## src/common/aqp_defs.svh

```systemverilog
`ifndef AQP_DEFS_SVH
`define AQP_DEFS_SVH

////////////////////////////////////////////////////////////////////////////
// IO port addresses
////////////////////////////////////////////////////////////////////////////
`define AQP_IO_DAC          8'hEC   // Audio DAC, write only
`define AQP_IO_BANK0        8'hF0   // Bank register for $0000-$3FFF
`define AQP_IO_BANK1        8'hF1   // Bank register for $4000-$7FFF
`define AQP_IO_BANK2        8'hF2   // Bank register for $8000-$BFFF
`define AQP_IO_BANK3        8'hF3   // Bank register for $C000-$FFFF
`define AQP_IO_SYSCTRL      8'hFB   // Bit 0 disables bank and DAC ports
`define AQP_IO_CASSETTE     8'hFC
`define AQP_IO_PRINTER      8'hFE
`define AQP_IO_KEYB         8'hFF   // Row select on address bits 15:8

////////////////////////////////////////////////////////////////////////////
// Memory map
////////////////////////////////////////////////////////////////////////////

// Cartridge sits in a block of pages, RAM in the upper half of page space
`define AQP_PAGE_CART_FIRST 6'd16
`define AQP_CART_PAGES      6'd4

// 2 KB row $3800-$3FFF of an overlay bank, writable even if read-only
`define AQP_SYSRAM_ROW      3'd7

////////////////////////////////////////////////////////////////////////////
// Audio
////////////////////////////////////////////////////////////////////////////
`define AQP_MIX_W           13      // Mix and PWM counter width
`define AQP_BEEP_LEVEL      1023    // Cassette beep amplitude

`endif

```

## src/common/aqp_pkg.sv

```systemverilog
`default_nettype none

`include "aqp_defs.svh"

package aqp_pkg;

    // One bank register as written at ports F0-F3
    typedef struct packed {
        logic       ro;         // Bit 7, blocks RAM writes
        logic       overlay;    // Bit 6
        logic [5:0] page;       // 16 KB page in the 1 MB space
    } bank_reg_t;

    // Index is address bits 15:14
    typedef bank_reg_t [3:0] bank_set_t;

    // Audio sample as fed to the PWM
    typedef logic [`AQP_MIX_W-1:0] mix_t;

endpackage

`default_nettype wire

```

## src/common/aqp_bus_if.sv

```systemverilog
`timescale 1ns/1ps
`default_nettype none

// Z80 bus cycle after strobe synchronization
interface aqp_bus_if;

    logic [15:0] addr;          // Straight from the bus
    logic  [7:0] wrdata;        // Latched during the write strobe
    logic        iorq;          // Active high IO request
    logic        bus_read;      // One clock per read cycle
    logic        bus_write;     // One clock per write cycle

    modport source (
        output addr,
        output wrdata,
        output iorq,
        output bus_read,
        output bus_write
    );

    modport sink (
        input  addr,
        input  wrdata,
        input  iorq,
        input  bus_read,
        input  bus_write
    );

endinterface

`default_nettype wire

```

## src/verilog/aqp_bus_sync.sv

```systemverilog
`timescale 1ns/1ps
`default_nettype none

module aqp_bus_sync (
    input  logic        clk,
    input  logic        reset,
    input  logic [15:0] bus_a,
    input  logic  [7:0] bus_d_in,
    input  logic        bus_rd_n,
    input  logic        bus_wr_n,
    input  logic        bus_iorq_n,
    aqp_bus_if.source   bus
);

    logic [2:0] rd_n_sync;
    logic [2:0] wr_n_sync;
    logic [7:0] wrdata_r;

    // Strobes idle high, so the chains start at all ones
    always_ff @(posedge clk or posedge reset) begin
        if (reset) begin
            rd_n_sync <= 3'b111;
            wr_n_sync <= 3'b111;
        end else begin
            rd_n_sync <= {rd_n_sync[1:0], bus_rd_n};
            wr_n_sync <= {wr_n_sync[1:0], bus_wr_n};
        end
    end

    // Follows the data bus for as long as the write strobe is low
    always_ff @(posedge clk) begin
        if (!bus_wr_n)
            wrdata_r <= bus_d_in;
    end

    // Falling edge seen between stage 2 and stage 1
    assign bus.bus_read  = rd_n_sync[2:1] == 2'b10;
    assign bus.bus_write = wr_n_sync[2:1] == 2'b10;

    assign bus.addr   = bus_a;
    assign bus.iorq   = !bus_iorq_n;   // Not synchronized, decoded with the address
    assign bus.wrdata = wrdata_r;

endmodule

`default_nettype wire

```

## src/verilog/aqp_mem_map.sv

```systemverilog
`timescale 1ns/1ps
`default_nettype none

`include "aqp_defs.svh"

module aqp_mem_map import aqp_pkg::*; (
    input  logic [15:0] bus_a,
    input  logic        bus_mreq_n,
    input  logic        bus_wr_n,
    input  bank_set_t   banks,
    output logic  [4:0] bus_ba,
    output logic        ram_ce_n,
    output logic        cart_ce_n,
    output logic        ram_we_n
);

    bank_reg_t bank;
    logic      sel_sysram;
    logic      sel_cart;
    logic      sel_ram;
    logic      wr_allowed;

    ////////////////////////////////////////////////////////////////////////////
    // Bank selection
    ////////////////////////////////////////////////////////////////////////////

    // One 16 KB window per value of the top two address bits
    assign bank   = banks[bus_a[15:14]];
    assign bus_ba = bank.page[4:0];     // Page bit 5 only picks RAM vs the rest

    ////////////////////////////////////////////////////////////////////////////
    // Chip enables
    ////////////////////////////////////////////////////////////////////////////

    // Overlay rows other than system RAM have no internal memory here,
    // so they fall through to whatever the page selects
    assign sel_sysram = bank.overlay && bus_a[13:11] == `AQP_SYSRAM_ROW;

    assign sel_cart = !bus_mreq_n &&
                      bank.page >= `AQP_PAGE_CART_FIRST &&
                      bank.page <  `AQP_PAGE_CART_FIRST + `AQP_CART_PAGES;   // Pages 16-19

    assign sel_ram = !bus_mreq_n && bank.page[5];   // Pages 32-63

    assign ram_ce_n  = !sel_ram;
    assign cart_ce_n = !sel_cart;

    ////////////////////////////////////////////////////////////////////////////
    // Write enable with read-only protection
    ////////////////////////////////////////////////////////////////////////////

    // System RAM stays writable in a read-only overlay bank
    assign wr_allowed = !bank.ro || sel_sysram;

    assign ram_we_n = !(sel_ram && !bus_wr_n && wr_allowed);

endmodule

`default_nettype wire

```

## src/verilog/aqp_io_regs.sv

```systemverilog
`timescale 1ns/1ps
`default_nettype none

`include "aqp_defs.svh"

module aqp_io_regs import aqp_pkg::*; (
    input  logic        clk,
    input  logic        reset,
    aqp_bus_if.sink     bus,
    input  logic [63:0] keys,
    input  logic        cassette_in,
    input  logic        printer_in,
    output bank_set_t   banks,
    output logic  [7:0] dac,
    output logic        cassette_out,
    output logic        printer_out,
    output logic  [7:0] rddata,
    output logic        rd_hit
);

    logic [7:0] port;
    logic       dis_regs;         // FB bit 0

    logic       sel_dac;
    logic [3:0] sel_bank;
    logic       sel_sysctrl;
    logic       sel_cassette;
    logic       sel_printer;
    logic       sel_keyb;

    logic [2:0] cassette_in_sync;
    logic [2:0] printer_in_sync;
    logic [7:0] keyb_data;

    ////////////////////////////////////////////////////////////////////////////
    // Port decoding
    ////////////////////////////////////////////////////////////////////////////
    assign port = bus.addr[7:0];

    // Bank and DAC ports vanish while the disable bit is set
    assign sel_dac     = bus.iorq && !dis_regs && port == `AQP_IO_DAC;
    assign sel_bank[0] = bus.iorq && !dis_regs && port == `AQP_IO_BANK0;
    assign sel_bank[1] = bus.iorq && !dis_regs && port == `AQP_IO_BANK1;
    assign sel_bank[2] = bus.iorq && !dis_regs && port == `AQP_IO_BANK2;
    assign sel_bank[3] = bus.iorq && !dis_regs && port == `AQP_IO_BANK3;

    assign sel_sysctrl  = bus.iorq && port == `AQP_IO_SYSCTRL;
    assign sel_cassette = bus.iorq && port == `AQP_IO_CASSETTE;
    assign sel_printer  = bus.iorq && port == `AQP_IO_PRINTER;
    assign sel_keyb     = bus.iorq && port == `AQP_IO_KEYB;     // Read only

    ////////////////////////////////////////////////////////////////////////////
    // Register file
    ////////////////////////////////////////////////////////////////////////////
    always_ff @(posedge clk or posedge reset) begin
        if (reset) begin
            banks        <= '0;     // All windows on page 0
            dac          <= 8'h00;
            dis_regs     <= 1'b0;
            cassette_out <= 1'b0;
            printer_out  <= 1'b0;
        end else if (bus.bus_write) begin
            if (sel_dac)
                dac <= bus.wrdata;
            for (int i = 0; i < 4; i++) begin
                if (sel_bank[i])
                    banks[i] <= bank_reg_t'(bus.wrdata);
            end
            if (sel_sysctrl)
                dis_regs <= bus.wrdata[0];      // Upper bits not stored
            if (sel_cassette)
                cassette_out <= bus.wrdata[0];
            if (sel_printer)
                printer_out <= bus.wrdata[0];
        end
    end

    // Asynchronous inputs from the board
    always_ff @(posedge clk or posedge reset) begin
        if (reset) begin
            cassette_in_sync <= 3'b000;
            printer_in_sync  <= 3'b000;
        end else begin
            cassette_in_sync <= {cassette_in_sync[1:0], cassette_in};
            printer_in_sync  <= {printer_in_sync[1:0], printer_in};
        end
    end

    ////////////////////////////////////////////////////////////////////////////
    // Keyboard matrix
    ////////////////////////////////////////////////////////////////////////////

    // A low address bit in 15:8 selects its row, keys are active low
    always_comb begin
        keyb_data = 8'hFF;
        for (int row = 0; row < 8; row++) begin
            if (!bus.addr[8 + row])
                keyb_data = keyb_data & keys[8*row +: 8];
        end
    end

    ////////////////////////////////////////////////////////////////////////////
    // Read data
    ////////////////////////////////////////////////////////////////////////////
    always_comb begin
        rddata = 8'h00;
        for (int i = 0; i < 4; i++) begin
            if (sel_bank[i])
                rddata = banks[i];
        end
        if (sel_sysctrl)
            rddata = {7'b0, dis_regs};
        if (sel_cassette)
            rddata = {7'b0, !cassette_in_sync[2]};   // Inverted line
        if (sel_printer)
            rddata = {7'b0, printer_in_sync[2]};
        if (sel_keyb)
            rddata = keyb_data;
    end

    // DAC is write only and never drives the bus
    assign rd_hit = |sel_bank || sel_sysctrl || sel_cassette || sel_printer || sel_keyb;

endmodule

`default_nettype wire

```

## src/audio/aqp_audio_pwm.sv

```systemverilog
`timescale 1ns/1ps
`default_nettype none

`include "aqp_defs.svh"

module aqp_audio_pwm import aqp_pkg::*; (
    input  logic       clk,
    input  logic       reset,
    input  logic [7:0] dac,
    input  logic       cassette_out,
    output logic       audio
);

    mix_t beep;
    mix_t mix;
    mix_t sample;
    mix_t level;                // Compare value for the current cycle
    mix_t counter;

    ////////////////////////////////////////////////////////////////////////////
    // Mixer
    ////////////////////////////////////////////////////////////////////////////
    assign beep = cassette_out ? mix_t'(`AQP_BEEP_LEVEL) : '0;
    assign mix  = mix_t'({dac, 4'b0000}) + beep;   // DAC x16, peak 5103

    ////////////////////////////////////////////////////////////////////////////
    // PWM
    ////////////////////////////////////////////////////////////////////////////

    // New sample takes effect from count zero, so a whole period uses one value
    assign level = (counter == '0) ? mix : sample;

    always_ff @(posedge clk or posedge reset) begin
        if (reset) begin
            counter <= '0;
            sample  <= '0;
            audio   <= 1'b0;
        end else begin
            counter <= counter + 1'b1;         // Wraps every 8192 cycles
            if (counter == '0)
                sample <= mix;
            audio <= counter < level;
        end
    end

endmodule

`default_nettype wire

```

## src/verilog/aqp_top.sv

```systemverilog
`timescale 1ns/1ps
`default_nettype none

module aqp_top import aqp_pkg::*; (
    input  logic        clk,
    input  logic        reset,

    // Z80 bus
    input  logic [15:0] bus_a,
    input  logic  [7:0] bus_d_in,
    output logic  [7:0] bus_d_out,
    output logic        bus_d_oe,       // Core drives the data bus
    input  logic        bus_rd_n,
    input  logic        bus_wr_n,
    input  logic        bus_mreq_n,
    input  logic        bus_iorq_n,

    // External memory
    output logic  [4:0] bus_ba,
    output logic        ram_ce_n,
    output logic        cart_ce_n,
    output logic        ram_we_n,

    // Keyboard matrix, one byte per row
    input  logic [63:0] keys,

    // Cassette, printer and audio
    output logic        cassette_out,
    input  logic        cassette_in,
    output logic        printer_out,
    input  logic        printer_in,
    output logic        audio
);

    bank_set_t  banks;
    logic [7:0] dac;
    logic [7:0] rddata;
    logic       rd_hit;

    aqp_bus_if u_bus ();

    aqp_bus_sync u_bus_sync (
        .clk        (clk),
        .reset      (reset),
        .bus_a      (bus_a),
        .bus_d_in   (bus_d_in),
        .bus_rd_n   (bus_rd_n),
        .bus_wr_n   (bus_wr_n),
        .bus_iorq_n (bus_iorq_n),
        .bus        (u_bus.source)
    );

    aqp_io_regs u_io_regs (
        .clk          (clk),
        .reset        (reset),
        .bus          (u_bus.sink),
        .keys         (keys),
        .cassette_in  (cassette_in),
        .printer_in   (printer_in),
        .banks        (banks),
        .dac          (dac),
        .cassette_out (cassette_out),
        .printer_out  (printer_out),
        .rddata       (rddata),
        .rd_hit       (rd_hit)
    );

    aqp_mem_map u_mem_map (
        .bus_a      (bus_a),
        .bus_mreq_n (bus_mreq_n),
        .bus_wr_n   (bus_wr_n),
        .banks      (banks),
        .bus_ba     (bus_ba),
        .ram_ce_n   (ram_ce_n),
        .cart_ce_n  (cart_ce_n),
        .ram_we_n   (ram_we_n)
    );

    aqp_audio_pwm u_audio (
        .clk          (clk),
        .reset        (reset),
        .dac          (dac),
        .cassette_out (cassette_out),
        .audio        (audio)
    );

    assign bus_d_out = rddata;
    assign bus_d_oe  = !bus_rd_n && rd_hit;

endmodule

`default_nettype wire

```

## config.mk

```make
export PLATFORM = sky130hd
export DESIGN_NAME = aqp_top
export DESIGN_NICKNAME = d
export VERILOG_FILES = /design/src/common/aqp_pkg.sv /design/src/common/aqp_bus_if.sv /design/src/verilog/aqp_bus_sync.sv /design/src/verilog/aqp_mem_map.sv /design/src/verilog/aqp_io_regs.sv /design/src/audio/aqp_audio_pwm.sv /design/src/verilog/aqp_top.sv
export VERILOG_INCLUDE_DIRS = /design/src /design/src/common
export SDC_FILE = /design/constraint.sdc
export NUM_CORES = 1
export LEC_CHECK = 0
export BUFFER_PORTS_ARGS = -buffer_cell sky130_fd_sc_hd__buf_2
export CORE_UTILIZATION = 49
export DETAILED_ROUTE_END_ITERATION = 10
export HOLD_SLACK_MARGIN = 0.06
export PLACE_DENSITY = 0.76
export REMOVE_ABC_BUFFERS = 1
export SKIP_LAST_GASP = 1
export SLEW_MARGIN = 20
export SYNTH_ARGS = -nofsm -noshare
export SYNTH_HDL_FRONTEND = slang
export SYNTH_HIERARCHICAL = 1
export SYNTH_SLANG_ARGS = --single-unit
```

## constraint.sdc

```tcl
create_clock -name clk -period 3 [get_ports clk]
set_input_delay 0.3 -clock clk [delete_from_list [all_inputs] [get_ports clk]]
set_output_delay 0.3 -clock clk [all_outputs]
set_load 0.05 [all_outputs]
```

== After elaboration in Yosys (flattened, before gate mapping) ==
Index checks and enable logic that the tools add are counted.

* Add/subtract/negate cells: 2
* $lt $le $gt $ge: 4
* Eq/ne operators: 11
* Muxes and demuxes: 20
* Bitwise operators: 7
* Reduce and logical (&&, ||, !) cells: 42

{| class="wikitable"
|+ Operators by type and width
! operator !! count
|-
| 2-to-1 mux 8 bit || 17
|-
| == test 8 bit (second input constant) || 9
|-
| bitwise AND 8 bit || 7
|-
| logical AND 1 bit || 17
|-
| binary-select mux 8 bit (select 2 bit) || 1
|-
| AND reduction 2 bit || 8
|-
| adder 12 x 13 -> 13 bit || 1
|-
| adder 13 x 1 -> 13 bit (second input constant) || 1
|-
| logical NOT 13 bit || 1
|-
| < comparator 13 bit || 1
|-
| 2-to-1 mux 13 bit || 1
|-
| logical NOT 1 bit || 10
|-
| 2-to-1 mux 10 bit || 1
|-
| >= comparator 6 x 5 -> 1 bit (second input constant) || 1
|-
| < comparator 6 x 5 -> 1 bit (second input constant) || 1
|-
| logical OR 1 bit || 5
|-
| OR reduction 4 bit || 1
|-
| == test 3 bit (second input constant) || 1
|-
| < comparator 2 x 3 -> 1 bit (second input constant) || 1
|-
| == test 2 bit (second input constant) || 1
|}

* Bits in registers: 87
* Input bits: 96
* Output and inout port bits: 20
* Word-level logic and storage cells: 109

== Logic depth before layout (Yosys ltp) ==
Gate-level depths: netlist of the first run.

* Depth after elaboration: 16
* Mapped depth: 12
* Gate-level depth less buffers: 12

== Cells and area by module ==
The synthesis of the first run kept the hierarchy.

{| class="wikitable"
|+ By module, submodules not included
! module !! times used !! cells each !! area each (sq um) !! seq. area each (sq um)
|-
| aqp_io_regs || 1 || 202 || 2560.0 || 1226.2
|-
| aqp_audio_pwm || 1 || 181 || 1770.4 || 675.6
|-
| aqp_bus_sync || 1 || 35 || 556.8 || 397.9
|-
| aqp_mem_map || 1 || 16 || 241.5 || 0.0
|-
| aqp_top || 1 || 1 || 13.8 || 0.0
|}

== Worst setup path after synthesis of the first run ==
Ideal clock, no wire load.

* Path kind: reg2reg
* Start point: reg u_io_regs.cassette_out
* End point: reg u_audio.audio
* Library setup time: 0.120 ns
* Arrival time: 3.393 ns
* Required time: 2.880 ns
* Slack: -0.514 ns
* Cell stages (with the launch flop): 12
* Buffers on the path: 0
* Clock period less this slack: 3.514 ns
* Cells stage by stage: dfrtp_1 > ha_1 > inv_1 > fa_1 > nor2b_1 > o31ai_1 > a2111o_1 > o211a_1 > ha_1 > nand4_1 > or4_1 > o211a_1

* Word-level cells in the longest chain between the ends: 4

{| class="wikitable"
|+ Ends and longest elaborated chain
! what !! line !! text
|-
| start: declaration || aqp_io_regs.sv:15 || <nowiki>output logic cassette_out,</nowiki>
|-
| start signal: assignment || aqp_io_regs.sv:72 || <nowiki>cassette_out <= bus.wrdata[0];</nowiki>
|-
| 2-to-1 mux 10 bit || aqp_audio_pwm.sv:23 || <nowiki>assign beep = cassette_out ? mix_t'(`AQP_BEEP_LEVEL) : '0;</nowiki>
|-
| adder 12 x 13 -> 13 bit || aqp_audio_pwm.sv:24 || <nowiki>assign mix = mix_t'({dac, 4'b0000}) + beep;</nowiki>
|-
| 2-to-1 mux 13 bit || - ||
|-
| < comparator 13 bit || aqp_audio_pwm.sv:42 || <nowiki>audio <= counter < level;</nowiki>
|-
| end signal: assignment || aqp_audio_pwm.sv:42 ||
|-
| end: declaration || aqp_audio_pwm.sv:11 || <nowiki>output logic audio</nowiki>
|}

No other way between the ends.
A chain may end at the register's enable or synchronous reset.

== Worst setup path in the final report of the first run ==
Same ends and word-level chain as after synthesis.

==> results of run 1 <==
## worst max path at each step
stage               slack [ps]  cells past startpoint                   start             to
floorplan                 -510                     11  u_io_regs/cassette_out  u_audio/audio
CTS                          5                     11  u_io_regs/cassette_out  u_audio/audio
global route              -110                     11  u_io_regs/cassette_out  u_audio/audio
detailed placement        -220                     11  u_io_regs/cassette_out  u_audio/audio
finish                      -4                     11  u_io_regs/cassette_out  u_audio/audio
global placement          -120                     11  u_io_regs/cassette_out  u_audio/audio
## critical path, cell delays in order (launching register included)
cell	delay [ps]
dfrtp_1	390
ha_2	190
inv_1	60
fa_2	410
nor2b_2	150
o31ai_2	110
a2111o_1	400
o211a_1	140
ha_1	290
nand4_1	120
or4_1	420
o211a_1	230
## sequential cells by signal, summed over array words and instances, names as in the netlist, 3 cells and up
name                        count
u_bus_sync/wr_n_sync            3
u_audio/sample                 13
u_io_regs/cassette_in_sync      3
u_audio/counter                13
u_bus_sync/bus.wrdata           8
u_io_regs/banks                32
u_io_regs/dac                   8
u_io_regs/printer_in_sync       3
## through the flow
stage | hold slack, ps | power (uW)
after floorplan | 233.3 | 1340
after global placement | 332.0 | 1461
after detailed placement | 337.8 | 1470
after CTS | 100.3 | 2191
after global routing | 97.15 | 2266
final | 120.3 | 2168
## routing by layer
layer | track usage (%) | routed length [um] | vias to the layer above
met1 | 27.31 | 4803 | 1969
met4 | 10.46 | 356 | 0
met3 | 4.720 | 684 | 27
met5 | 0 | 0 | -
li1 | - | - | 1852
met2 | 44.44 | 6733 | 183
## area by class of cell
class	instances	area, sq um
clock inverters	6	43.79
multi-input cells	292	2600
repair buffers	145	814.5
flip-flops and latches	87	2221
clock buffers	10	127.6
fillers	787	3834
well taps	133	166.4
inverters	15	57.56
## cells in the final DEF (no fill, tap or decap), drive strengths merged, types with 5 or more instances in the layout
cell type    n
mux4        16
buf        141
nor2        16
or4          8
nand3       11
mux2        44
o21ai       14
clkbuf      10
edfxtp       8
xor2         6
ha          20
o22ai       33
nand2       33
nand4       10
dfrtp       76
xnor2        6
inv         16
nor4         5
nor3b        5
a21oi       13
## what timing repair did
| item | in CTS | in global routing |
|---|---|---|
| hold endpoints to repair | 6 | 0 |
| hold buffers | 4 | 0 |
| pin swaps | 5 | 0 |
| endpoints found under the setup margin | 1 | 1 |
| gates resized for setup | 8 | 2 |
| buffers inserted | 2 | 0 |
## power by group
part	switching (uW)	total (uW)	leakage, uW	internal [uW]
clock network	410	715	0.0000870	306
registers	24.0	1240	0.00114	1210
logic	116	216	0.00163	99.6
total	550	2170	0.00285	1620
==> results.cfg, run 1 <==
[outcome]
status = finished, violations left
violations = negative setup slack

[cts]
clock_latency_ps = 350
cts_max_level = 3
numClockSinks = 87
clk_pin_slew_worst_paths_ps = 90
clockBufferDepth = 2
root_buffer = clkbuf_8
cts_tree = yes
numCtsBuffers = 9

[grt]
gr-total-overflow = 0
grt_pass1_wl_mm = 20.56
grt_use_total_pct = 24.25
grt_max_degree = 50
antenna_found_initial = 0
first_global_vias = 4150

[cells_and_area]
final_cell_area_sq_um = 6031
finalNonFillerCells = 688
syn2layout_area_growth_pct = 19.43
final_util_pct = 61.14
n_antenna_cell = 0
layout.nets = 667
drive_gt1_share_pct = 43.60

[place]
dp_hpwl_mm = 9.713
placed_area_sq_um = 5744
place_congestion = 0.9378
port_buffers = 115
dp_cells = 666
place_ws_ps = -216.7

[routing]
first_pass_iters = 5
drc_errors = 0
first_iter_violations = 242
detail-route-antenna-nets = 0
wire_per_inst_um = 18.28
via_per_inst = 5.859
routed_wl_mm = 12.58
vias = 4031

[setup_path]
critical_path_class = reg -> reg
cp_max_fo = 4
r2r_slack_ps = -4
arrival_ps = 3240
cp-start-kind = register
reg2reg_depth = 11
r2r-start = u_io_regs/cassette_out
r2r-end = u_audio/audio
worstSetupEndpointType = register
critPathRequiredTime_ps = 3240

[sta]
rsz0062_at_grt = yes
relSlewSlack_pct = 44.45
maxSlewViolCount = 0
layout_min_cycle_time_ps = 3004
setup_viol = 1
worst_slack_ps = -4.121
setup_tns_ps = -4.121
worst_slew_pin_slew_ps = 832.3
period_share_pct = 100.1
hold_viol = 0
skew_ps = 15.17
fmax_mhz = 332.9

[synth]
syn_inst = 431
syn_avg_cell_area_sq_um = 11.72
ys_warn_count = 6
netlist_area_sq_um = 5050

[floorplanning]
die_height_um = 103.5
fp.dieW_um = 103.5
floorplan.initialDensity_pct = 51.19
io_pins = 116
core_sq_um = 9864
rows = 36
die_area_sq_um = 10720

[min_path]
hold_path.class = in -> reg
hold_depth = 1
holdPathEnd = u_bus_sync/bus.wrdata[6]
hp-start = bus_d_in[6]

[job]
maxCapViolations = 0

[power_and_ir_drop]
p_leak_uw = 0.002855
ir_drop_mv = 0.2608
power_density_nw_per_um2 = 359.6
Note: power is estimated with default switching activity, not from simulation.
==> inputs of run 2 (changes only) <==
CORE_ASPECT_RATIO = 1.1   (was unset)
CORE_UTILIZATION = 55   (was 49)
PLACE_DENSITY = 0.81   (was 0.76)
SETUP_SLACK_MARGIN = 0.02   (was unset)
clock period = 3.7 ns   (was 3 ns; I/O delays follow)
==> results.cfg, run 2 (same netlist as run 1, synthesis figures left out) <==
[power_and_ir_drop]
power_density_nw_per_um2 = 321.9
p_leak_uw = 0.002747
ir_drop_mv = 0.2429
p_total_uw = 1858

[cts]
numCtsBuffers = 9
clk_pin_slew_worst_paths_ps = 80
post_cts_buffers = 0
clock_latency_ps = 350
cts_tree = yes
clockBufferDepth = 2
cts_resized = 0
hold_buffers = 0
root_buffer = clkbuf_8
cts_max_level = 3
numClockSinks = 87

[floorplanning]
fp.dieW_um = 93.36
die_area_sq_um = 9569
floorplan.initialDensity_pct = 56.91
die_height_um = 102.5
rows = 36
io_pins = 116
core_sq_um = 8874

[place]
dp_cells = 625
place_congestion = 0.8689
port_buffers = 115
dp_hpwl_mm = 9.026
place_ws_ps = 272.6

[sta]
worst_slack_ps = 191.2
setup_viol = 0
hold_viol = 0
setup_tns_ps = 0
skew_ps = 6.573
maxSlewViolCount = 0
period_share_pct = 94.83
worst_slew_pin_slew_ps = 848.3
rsz0062_at_grt = no
relSlewSlack_pct = 43.45
fmax_mhz = 285.0
layout_min_cycle_time_ps = 3509

[routing]
first_iter_violations = 166
first_pass_iters = 5
drc_errors = 0
wire_per_inst_um = 18.45
routed_wl_mm = 11.83
vias = 3893
via_per_inst = 6.073
detail-route-antenna-nets = 0

[grt]
grt_pass1_wl_mm = 18.33
first_global_vias = 3905
gr-total-overflow = 0
grt_use_total_pct = 25.36
antenna_found_initial = 0
grt_max_degree = 50

[cells_and_area]
drive_gt1_share_pct = 40.04
largestRegisters = u_io_regs/banks (32), u_audio/counter (13), u_audio/sample (13)
layout.nets = 639
n_antenna_cell = 0
fillers = 674
final_cell_mix = buf_2 (115), dfrtp_1 (76), mux2_2 (43), nand2_1 (33), o22ai_1 (33)
final_util_pct = 65.05
layout.cells.most_common = buf_2
regMostFlops = u_io_regs/banks
largest_register_ffs = 32
finalNonFillerCells = 641
syn2layout_area_growth_pct = 14.30

[setup_path]
arrival_ps = 3760
cp-start-kind = register
cp_max_fo = 10
critical_path_class = reg -> reg
worstSetupEndpointType = register
critPathRequiredTime_ps = 3950

[job]
maxCapViolations = 0

[min_path]
hold_path.class = in -> async

[outcome]
status = finished, final reports clean
[run 2: layout make-up]
cell class                      instances  area, sq um  share of cell area, %
Multi-Input combinational cell        292         2545                  44.09
Sequential cell                        87         2221                  38.48
Timing Repair Buffer                  117        590.6                  10.23
Clock buffer                           10        148.9                  2.580
Tap cell                              114        142.6                  2.471
Clock inverter                          6        66.31                  1.149
Inverter                               15        57.56                 0.9972
[run 2: critical path, stage by stage, from the launching register on]
cell,delay (ps)
dfrtp_1,550
ha_1,260
inv_1,70
fa_1,410
nor2b_1,170
o31ai_1,130
a2111o_1,450
o211a_1,140
ha_1,300
nand4_1,130
or4_1,550
o211a_1,240
[run 2: through the flow]
stage / hold WS, ps / instance area, sq um
CTS: 84.42 / 5771
finish: 93.94 / 5772
detailed placement: 336.4 / 5555
global route: 107.4 / 5772
floorplan: 303.3 / 4822
global placement: 332.0 / 5555
[run 2: power breakdown]
group	leakage, uW	internal [uW]	switching [uW]
combinational	0.00151	74.9	93.4
clock	0.000100	354	334
sequential	0.00114	984	17.9
total	0.00275	1410	446
[run 2: final timing paths]
check	start	slack, ps	to	cells after the start
worst max-delay path	u_io_regs/cassette_out	190	u_audio/audio	11
worst min-delay path	reset	90	u_audio/sample[10]	2
worst max register to register	u_io_regs/cassette_out	190	u_audio/audio	11
worst min register to register	u_io_regs/cassette_in_sync[1]	350	u_io_regs/cassette_in_sync[2]	0
max in group asynchronous	reset	3020	u_io_regs/dis_regs	2
min in group clk	printer_in	120	u_io_regs/printer_in_sync[0]	1
[run 2: layer usage]
layer	routed length [um]	global-route usage, %
met5	0	0
met2	6124	48.19
met1	4444	26.02
met3	777	4.941
met4	480	14.56
==> inputs of run 3 (changes only) <==
CORE_MARGIN = 2   (was unset)
==> results.cfg, run 3 (same netlist as run 1, synthesis figures left out) <==
[grt]
antenna_found_initial = 0
first_global_vias = 3978
gr-total-overflow = 0
grt_pass1_wl_mm = 18.40
grt_max_degree = 50
grt_use_total_pct = 24.22

[cts]
clock_latency_ps = 360
numCtsBuffers = 9
root_buffer = clkbuf_8
hold_buffers = 0
clockBufferDepth = 2
cts_tree = yes
cts_max_level = 3
clk_pin_slew_worst_paths_ps = 90
numClockSinks = 87

[min_path]
hold_path.class = in -> async

[cells_and_area]
final_util_pct = 64.66
largestRegisters = u_io_regs/banks (32), u_audio/counter (13), u_audio/sample (13)
layout.nets = 639
final_cell_mix = buf_2 (115), dfrtp_1 (75), mux2_2 (43), nand2_1 (33), o22ai_1 (33)
regMostFlops = u_io_regs/banks
n_antenna_cell = 0
drive_gt1_share_pct = 40.23
finalNonFillerCells = 641
largest_register_ffs = 32
layout.cells.most_common = buf_2
syn2layout_area_growth_pct = 13.63

[job]
maxCapViolations = 0

[setup_path]
critPathRequiredTime_ps = 3950
cp_num_cells = 11
arrival_ps = 3640
cp_max_fo = 10
endpoint = u_audio/audio
worstSetupEndpointType = register
path_buf_inv = 1
r2r-start = u_io_regs/cassette_out
r2r_slack_ps = 320
cp_top_family = compound AO/OA/AOI/OAI gates
critical_path_class = reg -> reg
reg2reg_depth = 11
cpPeakStageDelay_ps = 540
slowest_stage = or4_1
critPathLaunch = u_io_regs/cassette_out
cp-start-kind = register
r2r-end = u_audio/audio
crit_chain = ha_1, inv_1, fa_1, nor2b_1, o31ai_1, a2111o_1, o211a_1, ha_1, nand4_1, or4_1, o211a_1

[floorplanning]
die_height_um = 104.5
floorplan.initialDensity_pct = 56.91
rows = 36
die_area_sq_um = 9965
fp.dieW_um = 95.36
core_sq_um = 8874
io_pins = 116

[sta]
maxSlewViolCount = 0
rsz0062_at_grt = no
period_share_pct = 91.46
setup_viol = 0
hold_viol = 0
fmax_mhz = 295.5
skew_ps = 11.82
worst_slew_pin_slew_ps = 822.5
worst_slack_ps = 316.0
layout_min_cycle_time_ps = 3384
relSlewSlack_pct = 45.11
setup_tns_ps = 0

[routing]
vias = 3887
first_iter_violations = 243
via_per_inst = 6.064
first_pass_iters = 5
wire_per_inst_um = 18.48
detail-route-antenna-nets = 0
drc_errors = 0
routed_wl_mm = 11.85

[power_and_ir_drop]
pwr-share-comb_pct = 9.4
p_leak_uw = 0.002736
internal-power_uw = 1309
ir_drop_mv = 0.1898
clkPwrFrac_pct = 34.0
switchingPower_uw = 460.0
power_density_nw_per_um2 = 308.3
share_seq_of_total_power_pct = 56.6
p_sw_share_pct = 26.00
p_total_uw = 1769

[outcome]
status = finished, final reports clean

[place]
dp_hpwl_mm = 9.055
port_buffers = 115
dp_cells = 625
place_congestion = 0.8572
place_ws_ps = 243.3
run 3: cell count changes in the layout (fill, tap and decap cells not counted), sizes merged:
cell / change
clkinv: +3
clkinvlp: -2
clkbuf: -1
inv: +1
bufinv: -1
run 3: stage by stage:
stage          hold WS, ps  instance area, sq um
3_3_place_gp         331.9                  5555
5_1_grt              86.82                  5738
3_5_place_dp         338.7                  5555
6_report             95.73                  5738
4_1_cts              78.69                  5736
2_1_floorplan        303.3                  4822
run 3: timing repair:
| item | 4_1_cts | 5_1_grt |
|---|---|---|
| resized for setup | 0 | 1 |
| buffers inserted | 0 | 0 |
| endpoints found under the setup margin | 0 | 1 |
run 3: area by class of cell:
type	count	area, sq um
fill	689	3136
multi-input combinational	292	2545
sequential	87	2222
timing repair buffer	117	590.6
tap	114	142.6
clock buffer	9	123.9
inverter	15	57.56
clock inverter	7	56.30
run 3: metal layers:
layer | share of wire [%] | GRT usage, %
met1 | 38 | 26.93
met2 | 51 | 43.41
met3 | 7.2 | 4.638
met4 | 3.8 | 11.49
met5 | 0 | 0
run 3: power groups by stage:
stage	combinational [uW]	clock (uW)	sequential, uW
after global routing	180	661	1000
final	167	601	1000
after floorplan	72.1	0	1010
after global placement	161	0	1020
after CTS	166	616	1000
after detailed placement	166	0	1020
run 3: worst min-delay path by stage:
| stage | startpoint | endpoint | slack [ps] |
|---|---|---|---|
| 6_report | reset | u_audio/counter[8] | 100 |
| 5_1_grt | printer_in | u_io_regs/printer_in_sync[0] | 90 |
| 3_5_place_dp | u_io_regs/cassette_in_sync[1] | u_io_regs/cassette_in_sync[2] | 340 |
| 4_1_cts | reset | u_bus_sync/wr_n_sync[0] | 80 |
| 2_1_floorplan | reset | u_bus_sync/wr_n_sync[0] | 300 |
| 3_3_place_gp | u_io_regs/printer_in_sync[0] | u_io_regs/printer_in_sync[1] | 330 |
